$ cat src/verilog/soc_pkg.sv
package soc_pkg;

    //////////////////////////////////////////////////////////////////////
    // Bus widths and request
    //////////////////////////////////////////////////////////////////////

    localparam int DATA_W = 32;
    localparam int ADDR_W = 32;

    // One processor-side access, write when we is high
    typedef struct packed {
        logic              we;
        logic [ADDR_W-1:0] addr;
        logic [DATA_W-1:0] wdata;
    } bus_req_t;

    //////////////////////////////////////////////////////////////////////
    // Address map
    //////////////////////////////////////////////////////////////////////

    // Data RAM is word addressed through addr[7:2]
    localparam int RAM_WORDS = 64;
    localparam int RAM_AW    = 6;

    // Block codes compared against addr[11:8]
    localparam logic [3:0] BLK_RAM  = 4'h0;
    localparam logic [3:0] BLK_FACT = 4'h8;
    localparam logic [3:0] BLK_GPIO = 4'h9;

    // Readback source
    typedef enum logic [1:0] {
        SEL_RAM,
        SEL_FACT,
        SEL_GPIO,
        SEL_NONE
    } rd_sel_t;

    // Factorial register offsets in addr[3:2]
    localparam logic [1:0] FACT_N    = 2'd0;
    localparam logic [1:0] FACT_GO   = 2'd1;
    localparam logic [1:0] FACT_STAT = 2'd2;
    localparam logic [1:0] FACT_RES  = 2'd3;

    // Largest n whose factorial still fits in 32 bits
    localparam logic [3:0] FACT_MAX_N = 4'd12;

    // GPIO register offsets in addr[3:2]
    localparam logic [1:0] GPIO_IN1  = 2'd0;
    localparam logic [1:0] GPIO_IN2  = 2'd1;
    localparam logic [1:0] GPIO_OUT1 = 2'd2;
    localparam logic [1:0] GPIO_OUT2 = 2'd3;

    //////////////////////////////////////////////////////////////////////
    // Seven-segment display
    //////////////////////////////////////////////////////////////////////

    // Clock cycles per digit, kept short for simulation
    localparam int SCAN_DIV = 16;

    // Mode from switches[7:5]
    typedef struct packed {
        logic [1:0] src;
        logic       upper;
    } disp_mode_t;

    localparam logic [1:0] DISP_GPO1  = 2'd0;
    localparam logic [1:0] DISP_GPO2  = 2'd1;
    localparam logic [1:0] DISP_ADDR  = 2'd2;
    localparam logic [1:0] DISP_WDATA = 2'd3;

    // Active low {dp, g, f, e, d, c, b, a}, dp always off
    localparam logic [7:0] SEG_TABLE [16] = '{
        8'hC0, 8'hF9, 8'hA4, 8'hB0, 8'h99, 8'h92, 8'h82, 8'hF8,
        8'h80, 8'h90, 8'h88, 8'h83, 8'hC6, 8'hA1, 8'h86, 8'h8E
    };

endpackage
$ cat src/verilog/soc_top.sv
`timescale 1ns/100ps

module soc_top (
    input  logic                        clk,
    input  logic                        rst_n,
    input  soc_pkg::bus_req_t           bus,
    input  logic [7:0]                  gpi1,
    input  logic [7:0]                  gpi2,
    input  logic [7:0]                  switches,
    output logic [soc_pkg::DATA_W-1:0]  rdata,
    output logic [soc_pkg::DATA_W-1:0]  gpo1,
    output logic [soc_pkg::DATA_W-1:0]  gpo2,
    output logic [7:0]                  seg,
    output logic [7:0]                  an
);

    logic                       ram_we;
    logic                       fact_we;
    logic                       gpio_we;
    soc_pkg::rd_sel_t           rd_sel;
    logic [soc_pkg::DATA_W-1:0] ram_rdata;
    logic [soc_pkg::DATA_W-1:0] fact_rdata;
    logic [soc_pkg::DATA_W-1:0] gpio_rdata;

    //////////////////////////////////////////////////////////////////////
    // Decode and memory-mapped blocks
    //////////////////////////////////////////////////////////////////////

    addr_decode u_decode (
        .bus     (bus),
        .ram_we  (ram_we),
        .fact_we (fact_we),
        .gpio_we (gpio_we),
        .rd_sel  (rd_sel)
    );

    data_ram u_ram (
        .clk   (clk),
        .we    (ram_we),
        .bus   (bus),
        .rdata (ram_rdata)
    );

    fact_accel u_fact (
        .clk   (clk),
        .rst_n (rst_n),
        .we    (fact_we),
        .bus   (bus),
        .rdata (fact_rdata)
    );

    gpio_port u_gpio (
        .clk   (clk),
        .rst_n (rst_n),
        .we    (gpio_we),
        .bus   (bus),
        .gpi1  (gpi1),
        .gpi2  (gpi2),
        .rdata (gpio_rdata),
        .gpo1  (gpo1),
        .gpo2  (gpo2)
    );

    // Debug display watches the bus and the GPIO outputs
    seg_display u_disp (
        .clk      (clk),
        .rst_n    (rst_n),
        .bus      (bus),
        .switches (switches),
        .gpo1     (gpo1),
        .gpo2     (gpo2),
        .seg      (seg),
        .an       (an)
    );

    //////////////////////////////////////////////////////////////////////
    // Readback, same cycle as the address
    //////////////////////////////////////////////////////////////////////

    always_comb
    begin
        case (rd_sel)
            soc_pkg::SEL_RAM:  rdata = ram_rdata;
            soc_pkg::SEL_FACT: rdata = fact_rdata;
            soc_pkg::SEL_GPIO: rdata = gpio_rdata;
            soc_pkg::SEL_NONE: rdata = '0;
        endcase
    end

endmodule

$ cat src/verilog/seg_display.sv
`timescale 1ns/100ps

module seg_display (
    input  logic                        clk,
    input  logic                        rst_n,
    input  soc_pkg::bus_req_t           bus,
    input  logic [7:0]                  switches,
    input  logic [soc_pkg::DATA_W-1:0]  gpo1,
    input  logic [soc_pkg::DATA_W-1:0]  gpo2,
    output logic [7:0]                  seg,
    output logic [7:0]                  an
);

    logic [soc_pkg::ADDR_W-1:0]           last_addr;
    logic [soc_pkg::DATA_W-1:0]           last_wdata;
    soc_pkg::disp_mode_t                  mode;
    logic [soc_pkg::DATA_W-1:0]           src_word;
    logic [15:0]                          hw_sel;
    logic [15:0]                          hw_reg;
    logic [$clog2(soc_pkg::SCAN_DIV)-1:0] div_cnt;
    logic [2:0]                           digit;
    logic [31:0]                          disp_word;
    logic [3:0]                           nibble;

    //////////////////////////////////////////////////////////////////////
    // Source selection
    //////////////////////////////////////////////////////////////////////

    assign mode = soc_pkg::disp_mode_t'(switches[7:5]);

    always_comb
    begin
        case (mode.src)
            soc_pkg::DISP_GPO1:  src_word = gpo1;
            soc_pkg::DISP_GPO2:  src_word = gpo2;
            soc_pkg::DISP_ADDR:  src_word = last_addr;
            soc_pkg::DISP_WDATA: src_word = last_wdata;
        endcase
    end

    // Upper or lower halfword
    assign hw_sel = mode.upper ? src_word[31:16] : src_word[15:0];

    always_ff @(posedge clk)
    begin
        if (!rst_n)
        begin
            last_addr  <= '0;
            last_wdata <= '0;
            hw_reg     <= '0;
        end
        else
        begin
            // Address tracked every cycle
            last_addr <= bus.addr;
            if (bus.we)
            begin
                last_wdata <= bus.wdata;
            end
            hw_reg <= hw_sel;
        end
    end

    //////////////////////////////////////////////////////////////////////
    // Digit scan
    //////////////////////////////////////////////////////////////////////

    always_ff @(posedge clk)
    begin
        if (!rst_n)
        begin
            div_cnt <= '0;
            digit   <= '0;
        end
        else if (int'(div_cnt) == soc_pkg::SCAN_DIV - 1)
        begin
            div_cnt <= '0;
            digit   <= digit + 3'd1;
        end
        else
        begin
            div_cnt <= div_cnt + 1'b1;
        end
    end

    // Left four digits show the address, right four the halfword
    assign disp_word = {last_addr[15:0], hw_reg};
    assign nibble    = disp_word[{digit, 2'b00} +: 4];

    // Digit 0 is the rightmost and its enable is active low
    assign an  = ~(8'b0000_0001 << digit);
    assign seg = soc_pkg::SEG_TABLE[nibble];

endmodule

$ cat src/verilog/gpio_port.sv
`timescale 1ns/100ps

module gpio_port (
    input  logic                        clk,
    input  logic                        rst_n,
    input  logic                        we,
    input  soc_pkg::bus_req_t           bus,
    input  logic [7:0]                  gpi1,
    input  logic [7:0]                  gpi2,
    output logic [soc_pkg::DATA_W-1:0]  rdata,
    output logic [soc_pkg::DATA_W-1:0]  gpo1,
    output logic [soc_pkg::DATA_W-1:0]  gpo2
);

    logic [1:0] offset;

    assign offset = bus.addr[3:2];

    // Output registers, inputs have no storage here
    always_ff @(posedge clk)
    begin
        if (!rst_n)
        begin
            gpo1 <= '0;
            gpo2 <= '0;
        end
        else if (we)
        begin
            if (offset == soc_pkg::GPIO_OUT1)
            begin
                gpo1 <= bus.wdata;
            end
            if (offset == soc_pkg::GPIO_OUT2)
            begin
                gpo2 <= bus.wdata;
            end
        end
    end

    // Inputs read back zero extended
    always_comb
    begin
        case (offset)
            soc_pkg::GPIO_IN1:  rdata = {{(soc_pkg::DATA_W-8){1'b0}}, gpi1};
            soc_pkg::GPIO_IN2:  rdata = {{(soc_pkg::DATA_W-8){1'b0}}, gpi2};
            soc_pkg::GPIO_OUT1: rdata = gpo1;
            soc_pkg::GPIO_OUT2: rdata = gpo2;
        endcase
    end

endmodule

$ cat src/verilog/fact_accel.sv
`timescale 1ns/100ps

module fact_accel (
    input  logic                        clk,
    input  logic                        rst_n,
    input  logic                        we,
    input  soc_pkg::bus_req_t           bus,
    output logic [soc_pkg::DATA_W-1:0]  rdata
);

    logic [1:0]                 offset;
    logic [3:0]                 n_reg;
    logic [3:0]                 count;
    logic [soc_pkg::DATA_W-1:0] count_ext;
    logic [soc_pkg::DATA_W-1:0] product;
    logic                       busy;
    logic                       done;
    logic                       error;
    logic                       go_wr;
    logic                       start;

    assign offset    = bus.addr[3:2];
    assign count_ext = {{(soc_pkg::DATA_W-4){1'b0}}, count};

    // Go strobe from a write of 1 to the go register
    assign go_wr = we && (offset == soc_pkg::FACT_GO) && bus.wdata[0];
    // Ignored while a run is in flight
    assign start = go_wr && !busy;

    //////////////////////////////////////////////////////////////////////
    // Control and accumulator
    //////////////////////////////////////////////////////////////////////

    always_ff @(posedge clk)
    begin
        if (!rst_n)
        begin
            n_reg   <= '0;
            busy    <= 1'b0;
            done    <= 1'b0;
            error   <= 1'b0;
            product <= '0;
        end
        else
        begin
            if (we && (offset == soc_pkg::FACT_N))
            begin
                n_reg <= bus.wdata[3:0];
            end
            if (start)
            begin
                if (n_reg > soc_pkg::FACT_MAX_N)
                begin
                    // Out of range, finish at once with a zero result
                    done    <= 1'b1;
                    error   <= 1'b1;
                    product <= '0;
                end
                else
                begin
                    busy    <= 1'b1;
                    done    <= 1'b0;
                    error   <= 1'b0;
                    product <= {{(soc_pkg::DATA_W-1){1'b0}}, 1'b1};
                end
            end
            else if (busy)
            begin
                if (count == 4'd0)
                begin
                    busy <= 1'b0;
                    done <= 1'b1;
                end
                else
                begin
                    // One factor per cycle, n down to 1
                    product <= product * count_ext;
                end
            end
        end
    end

    // Working copy of n
    always_ff @(posedge clk)
    begin
        if (start)
        begin
            count <= n_reg;
        end
        else if (busy && (count != 4'd0))
        begin
            count <= count - 4'd1;
        end
    end

    //////////////////////////////////////////////////////////////////////
    // Readback
    //////////////////////////////////////////////////////////////////////

    always_comb
    begin
        case (offset)
            soc_pkg::FACT_N:    rdata = {{(soc_pkg::DATA_W-4){1'b0}}, n_reg};
            soc_pkg::FACT_GO:   rdata = {{(soc_pkg::DATA_W-1){1'b0}}, busy};
            soc_pkg::FACT_STAT: rdata = {{(soc_pkg::DATA_W-2){1'b0}}, error, done};
            soc_pkg::FACT_RES:  rdata = product;
        endcase
    end

    // An error run always reports itself as finished
    a_err_done: assert property (@(posedge clk) disable iff (!rst_n)
        error |-> done);

    // A finished result holds until the next go
    a_res_hold: assert property (@(posedge clk) disable iff (!rst_n)
        done && !go_wr |=> $stable(product));

endmodule

$ cat src/verilog/data_ram.sv
`timescale 1ns/100ps

module data_ram (
    input  logic                        clk,
    input  logic                        we,
    input  soc_pkg::bus_req_t           bus,
    output logic [soc_pkg::DATA_W-1:0]  rdata
);

    logic [soc_pkg::DATA_W-1:0] mem [soc_pkg::RAM_WORDS];
    logic [soc_pkg::RAM_AW-1:0] word_addr;

    // Word index, byte offset dropped
    assign word_addr = bus.addr[soc_pkg::RAM_AW+1:2];

    // Write on the clock edge
    always_ff @(posedge clk)
    begin
        if (we)
        begin
            mem[word_addr] <= bus.wdata;
        end
    end

    // Read path is combinational
    assign rdata = mem[word_addr];

endmodule

$ cat src/verilog/addr_decode.sv
`timescale 1ns/100ps

module addr_decode (
    input  soc_pkg::bus_req_t bus,
    output logic              ram_we,
    output logic              fact_we,
    output logic              gpio_we,
    output soc_pkg::rd_sel_t  rd_sel
);

    logic       in_window;
    logic [3:0] blk;

    // Only the low 4 KB window is mapped
    assign in_window = (bus.addr[soc_pkg::ADDR_W-1:12] == '0);
    assign blk       = bus.addr[11:8];

    always_comb
    begin
        ram_we  = 1'b0;
        fact_we = 1'b0;
        gpio_we = 1'b0;
        // Unmapped reads fall through to zero
        rd_sel  = soc_pkg::SEL_NONE;
        if (in_window)
        begin
            case (blk)
                soc_pkg::BLK_RAM:
                begin
                    ram_we = bus.we;
                    rd_sel = soc_pkg::SEL_RAM;
                end
                soc_pkg::BLK_FACT:
                begin
                    fact_we = bus.we;
                    rd_sel  = soc_pkg::SEL_FACT;
                end
                soc_pkg::BLK_GPIO:
                begin
                    gpio_we = bus.we;
                    rd_sel  = soc_pkg::SEL_GPIO;
                end
                default:
                begin
                    rd_sel = soc_pkg::SEL_NONE;
                end
            endcase
        end
    end

endmodule

$ cat config.mk
export PLATFORM = sky130hd
export DESIGN_NAME = soc_top
export DESIGN_NICKNAME = d
export VERILOG_FILES = /design/src/verilog/soc_pkg.sv /design/src/verilog/soc_top.sv /design/src/verilog/seg_display.sv /design/src/verilog/gpio_port.sv /design/src/verilog/fact_accel.sv /design/src/verilog/data_ram.sv /design/src/verilog/addr_decode.sv
export SDC_FILE = /design/constraint.sdc
export NUM_CORES = 2
export LEC_CHECK = 0
export BUFFER_PORTS_ARGS = -buffer_cell sky130_fd_sc_hd__buf_2
export CORE_ASPECT_RATIO = 0.6
export CORE_UTILIZATION = 51
export CTS_CLUSTER_SIZE = 30
export DETAILED_ROUTE_END_ITERATION = 10
export PLACE_DENSITY = 0.71
export SYNTH_ARGS = -nofsm -noshare
export SYNTH_HDL_FRONTEND = slang
export SYNTH_HIERARCHICAL = 1
export SYNTH_SLANG_ARGS = --single-unit
export TNS_END_PERCENT = 100
$ cat constraint.sdc
create_clock -name clk -period 4.15 [get_ports clk]
set_input_delay 0.415 -clock clk [delete_from_list [all_inputs] [get_ports clk]]
set_output_delay 0.415 -clock clk [all_outputs]
set_load 0.005 [all_outputs]
==> flow_summary_export.csv <==
group,metric,value,unit
setup_path,cp-start-kind,"primary input",
global_routing,grt_max_degree,139,
placed_design,dpl.hpwl,173700,µm
min_path,hold_path_end,"u_disp/last_addr[7]$_SDFF_PN0_",
clock_tree,clock-sinks,2242,
logic_synthesis,syn_area,92380,µm²
setup_path,slowest_stage,"mux2i_1",
logic_synthesis,synth_xor_area_share,0.3318,%
cells_and_area,syn_to_final_growth,14.86,%
logic_synthesis,synth_top_family_by_area,"multiplexers",
logic_synthesis,synth-main-ff-cell,"edfxtp_1",
placed_design,port_buffers,196,
global_routing,overflow,0,
die,die_h,331.7,µm
clock_tree,htreeDepth,4,
logic_synthesis,ys_warn_count,6,
run,cap_viol_max_count,0,
route,antenna_left,0,
timing,max_slew_margin,17.54,%
timing,final.min_clock_period,4075,ps
setup_path,cpMostUsedCell,"buf_4",
min_path,hold_path_class,"primary input to register",
cells_and_area,drive_gt1_share,21.54,%
route,first_pass_iters,6,
logic_synthesis,netlist_instances,5733,
timing,rsz0062_at_grt,"no",
setup_path,r2r_cells,15,
setup_path,path_max_fanout,26,
setup_path,critical_path.max_stage_delay,410,ps
clock_tree,cts_setup_buffers,0,
route,post-route-drc-count,0,
logic_synthesis,synthAdderAreaFrac,1.858,%
logic_synthesis,async_reset_ff_share,0,%
global_routing,track_usage,28.96,%
pwr,power.leakage,36.62,nW
cells_and_area,layout_commonest_cell,"edfxtp_1",
logic_synthesis,synth-simple-area-share,5.352,%
route,finalWirelength,268600,µm
die,initial_core_util,51.58,%
timing,finClkSkew,18.85,ps
pwr,p_per_area,425.5,nW/µm²
logic_synthesis,ys_types,92,
cells_and_area,fillers,13130,
cells_and_area,final_cell_mix,"edfxtp_1 (2052), mux2i_1 (424), buf_4 (392), nand2_1 (227), a22oi_1 (203)",
die,io_pins,203,
setup_path,path_buf_inv,6,
timing,timing.fmax,0.2454,GHz
placed_design,post-place-ws,-14.47,ps
pwr,ir_worst_vdd,0.4430,mV
setup_path,cp_top_family,"buffers and inverters",
logic_synthesis,ys_ff_latch,2242,
setup_path,end_kind,"primary output",
placed_design,place.gp.congestion,0.9560,
logic_synthesis,synth-seq-area-share,70.82,%
route,vias_per_cell,6.485,
timing,timing.final.ws_setup,75.16,ps
min_path,hp-start,"bus[39]",
die,core_area,179100,µm²
min_path,hold_depth,2,
cells_and_area,top_register,"u_ram/mem",
route,routedWlPerCell,30.65,µm
setup_path,reg2reg_from,"u_fact/count[3]$_DFFE_PP_",
timing,hold_viol,0,
logic_synthesis,synth_edf_count,2052,
timing,final.period_utilization,98.19,%
global_routing,antenna_found_initial,11,
cells_and_area,largest_reg_flops,2048,
global_routing,grt_pass1_wl,383300,µm
die,dieArea,182900,µm²
cells_and_area,fin_nets,6415,
timing,setup_viol,0,
setup_path,reg2reg_slack,190,ps
cells_and_area,finish.instance_area,106100,µm²
outcome,status,"finished, final reports clean",
timing,worst_slew_pin_slew,1237,ps
setup_path,r2r-end,"u_fact/product[31]$_SDFFE_PN0P_",
timing,slew_violations,0,
route,vias,56830,
clock_tree,cts_tree,"yes",
die,die_x,551.5,µm
global_routing,grt_pass1_vias,53820,
setup_path,crit_chain,"buf_12 > buf_4 > nand2b_2 > buf_12 > buf_4 > buf_4 > o2bb2ai_1 > a221oi_1 > a21oi_1 > a21oi_1 > nand3_1 > mux2i_1 > o2bb2ai_1 > buf_2",
clock_tree,clk_pin_slew,60,ps
setup_path,required,3730,ps
clock_tree,cts_root_buf,"clkbuf_16",
route,first_iter_violations,9061,
setup_path,cp_data_arrival_time,3660,ps
clock_tree,cts_buffer_depth,4,
logic_synthesis,synthMuxAreaShare,9.952,%
die,row_count,120,
clock_tree,cts_made_buffers,192,
logic_synthesis,synth_nets,5927,
setup_path,worstSetupPathType,"primary input to primary output",
logic_synthesis,synth_compound_area_share,9.090,%
clock_tree,worstSkewPairLatency,830,ps
logic_synthesis,syn_avg_cell_area,16.11,µm²
placed_design,placed_area,99610,µm²
## metal layers
metal  vias up  global-route usage [%]  wire [µm]
met1     28990                   45.38     111800
met5         -                       0         67
met2      3757                   39.10     110400
li1      23680                       -          -
met3       394                   9.492      40680
met4         4                   5.851       5656
## cell type report
cell class | instances | area, µm² | area share (%)
Clock inverter | 112 | 987.2 | 0.9303
Timing Repair Buffer | 695 | 5826 | 5.490
Sequential cell | 2242 | 65420 | 61.65
Tap cell | 2379 | 2977 | 2.805
Multi-Input combinational cell | 2956 | 25300 | 23.84
Clock buffer | 234 | 5067 | 4.775
Antenna cell | 11 | 27.53 | 0.02594
Inverter | 134 | 510.5 | 0.4811
## worst max path at each step
stage / from / end / slack, ps / cells past startpoint
2_1_floorplan: u_fact/count[3]$_DFFE_PP_ / u_fact/product[31]$_SDFFE_PN0P_ / 460 / 16
3_5_place_dp: bus[34] / rdata[6] / -10 / 15
4_1_cts: u_ram/mem[20][29]$_DFFE_PP_ / rdata[29] / 0.9 / 10
6_report: bus[34] / rdata[4] / 80 / 14
5_1_grt: u_fact/count[1]$_DFFE_PP_ / u_fact/product[30]$_SDFFE_PN0P_ / 3 / 16
3_3_place_gp: bus[34] / rdata[6] / 50 / 15
## through the flow
stage	power (W)	std cells	TNS, ps	hold slack, ps	utilization (%)
after floorplan	0.02642	5733	0	426.1	-
after global placement	0.02770	8377	0	436.4	55.61
after detailed placement	0.02775	8377	-14.47	449.2	55.61
after CTS	0.04521	8752	0	55.95	59.18
after global routing	0.04622	8752	0	59.65	59.23
final	0.04516	8763	0	90.96	59.24
## report_power, final
group	total (W)	internal (W)	leakage, nW	switching [W]
registers	0.0247	0.0246	20.0	0.0000295
logic	0.00269	0.000937	13.7	0.00175
clock network	0.0178	0.00971	2.96	0.00809
total	0.0452	0.0353	36.6	0.00987
## repair_timing
item / 4_1_cts / 5_1_grt
cloned: 0 / 0
resized for setup: 13 / 16
hold buffers: 29 / 0
endpoints found under the setup margin: 10 / 37
pin swaps: 0 / 2
endpoints found under the hold margin: 54 / 0
## cells in the mapped netlist (all sizes together) (13+ instances only)
cell type  instances  area [µm²]
a221o             15       150.1
xor2              16       140.1
nand2            228       855.8
a211oi            21       162.6
nor4              24       168.9
edfxtp          2052       61620
buf              174        1030
a21oi            175       917.1
inv              134       503.0
nor2             177       666.9
ha                46       575.6
o22ai             97       606.8
nand3             60       305.3
and3             117       732.0
o2bb2ai           48       483.0
a2111oi           16       158.9
o22a              70       613.1
a22oi            203        1524
a21boi            13       97.59
xnor2             19       166.4
or4b              14       140.1
nor2b             91       576.8
a31oi             47       294.0
dfxtp            190        3804
mux2             149        1682
a222oi            16       160.2
fa                57        1141
clkbuf           227       865.8
a22o              72       630.6
nor3              36       180.2
a221oi           176        1541
mux2i            435        4367
and2             132       828.3
o21ai            131       655.6
mux4             139        3146
or4               15       112.6
nand2b            23       143.9
## cells by family (layout without fill, tap and decap cells)
family,Yosys count,after routing
flip-flops,2242,2242
AO/OA/AOI/OAI,1145,1145
multiplexers,723,723
AND/OR/NAND/NOR,949,949
XOR/XNOR,35,35
buffers and inverters,535,1175
adder cells (fa/ha/maj),103,103
other,1,12
No activity file was read; power rests on OpenSTA's default activity.
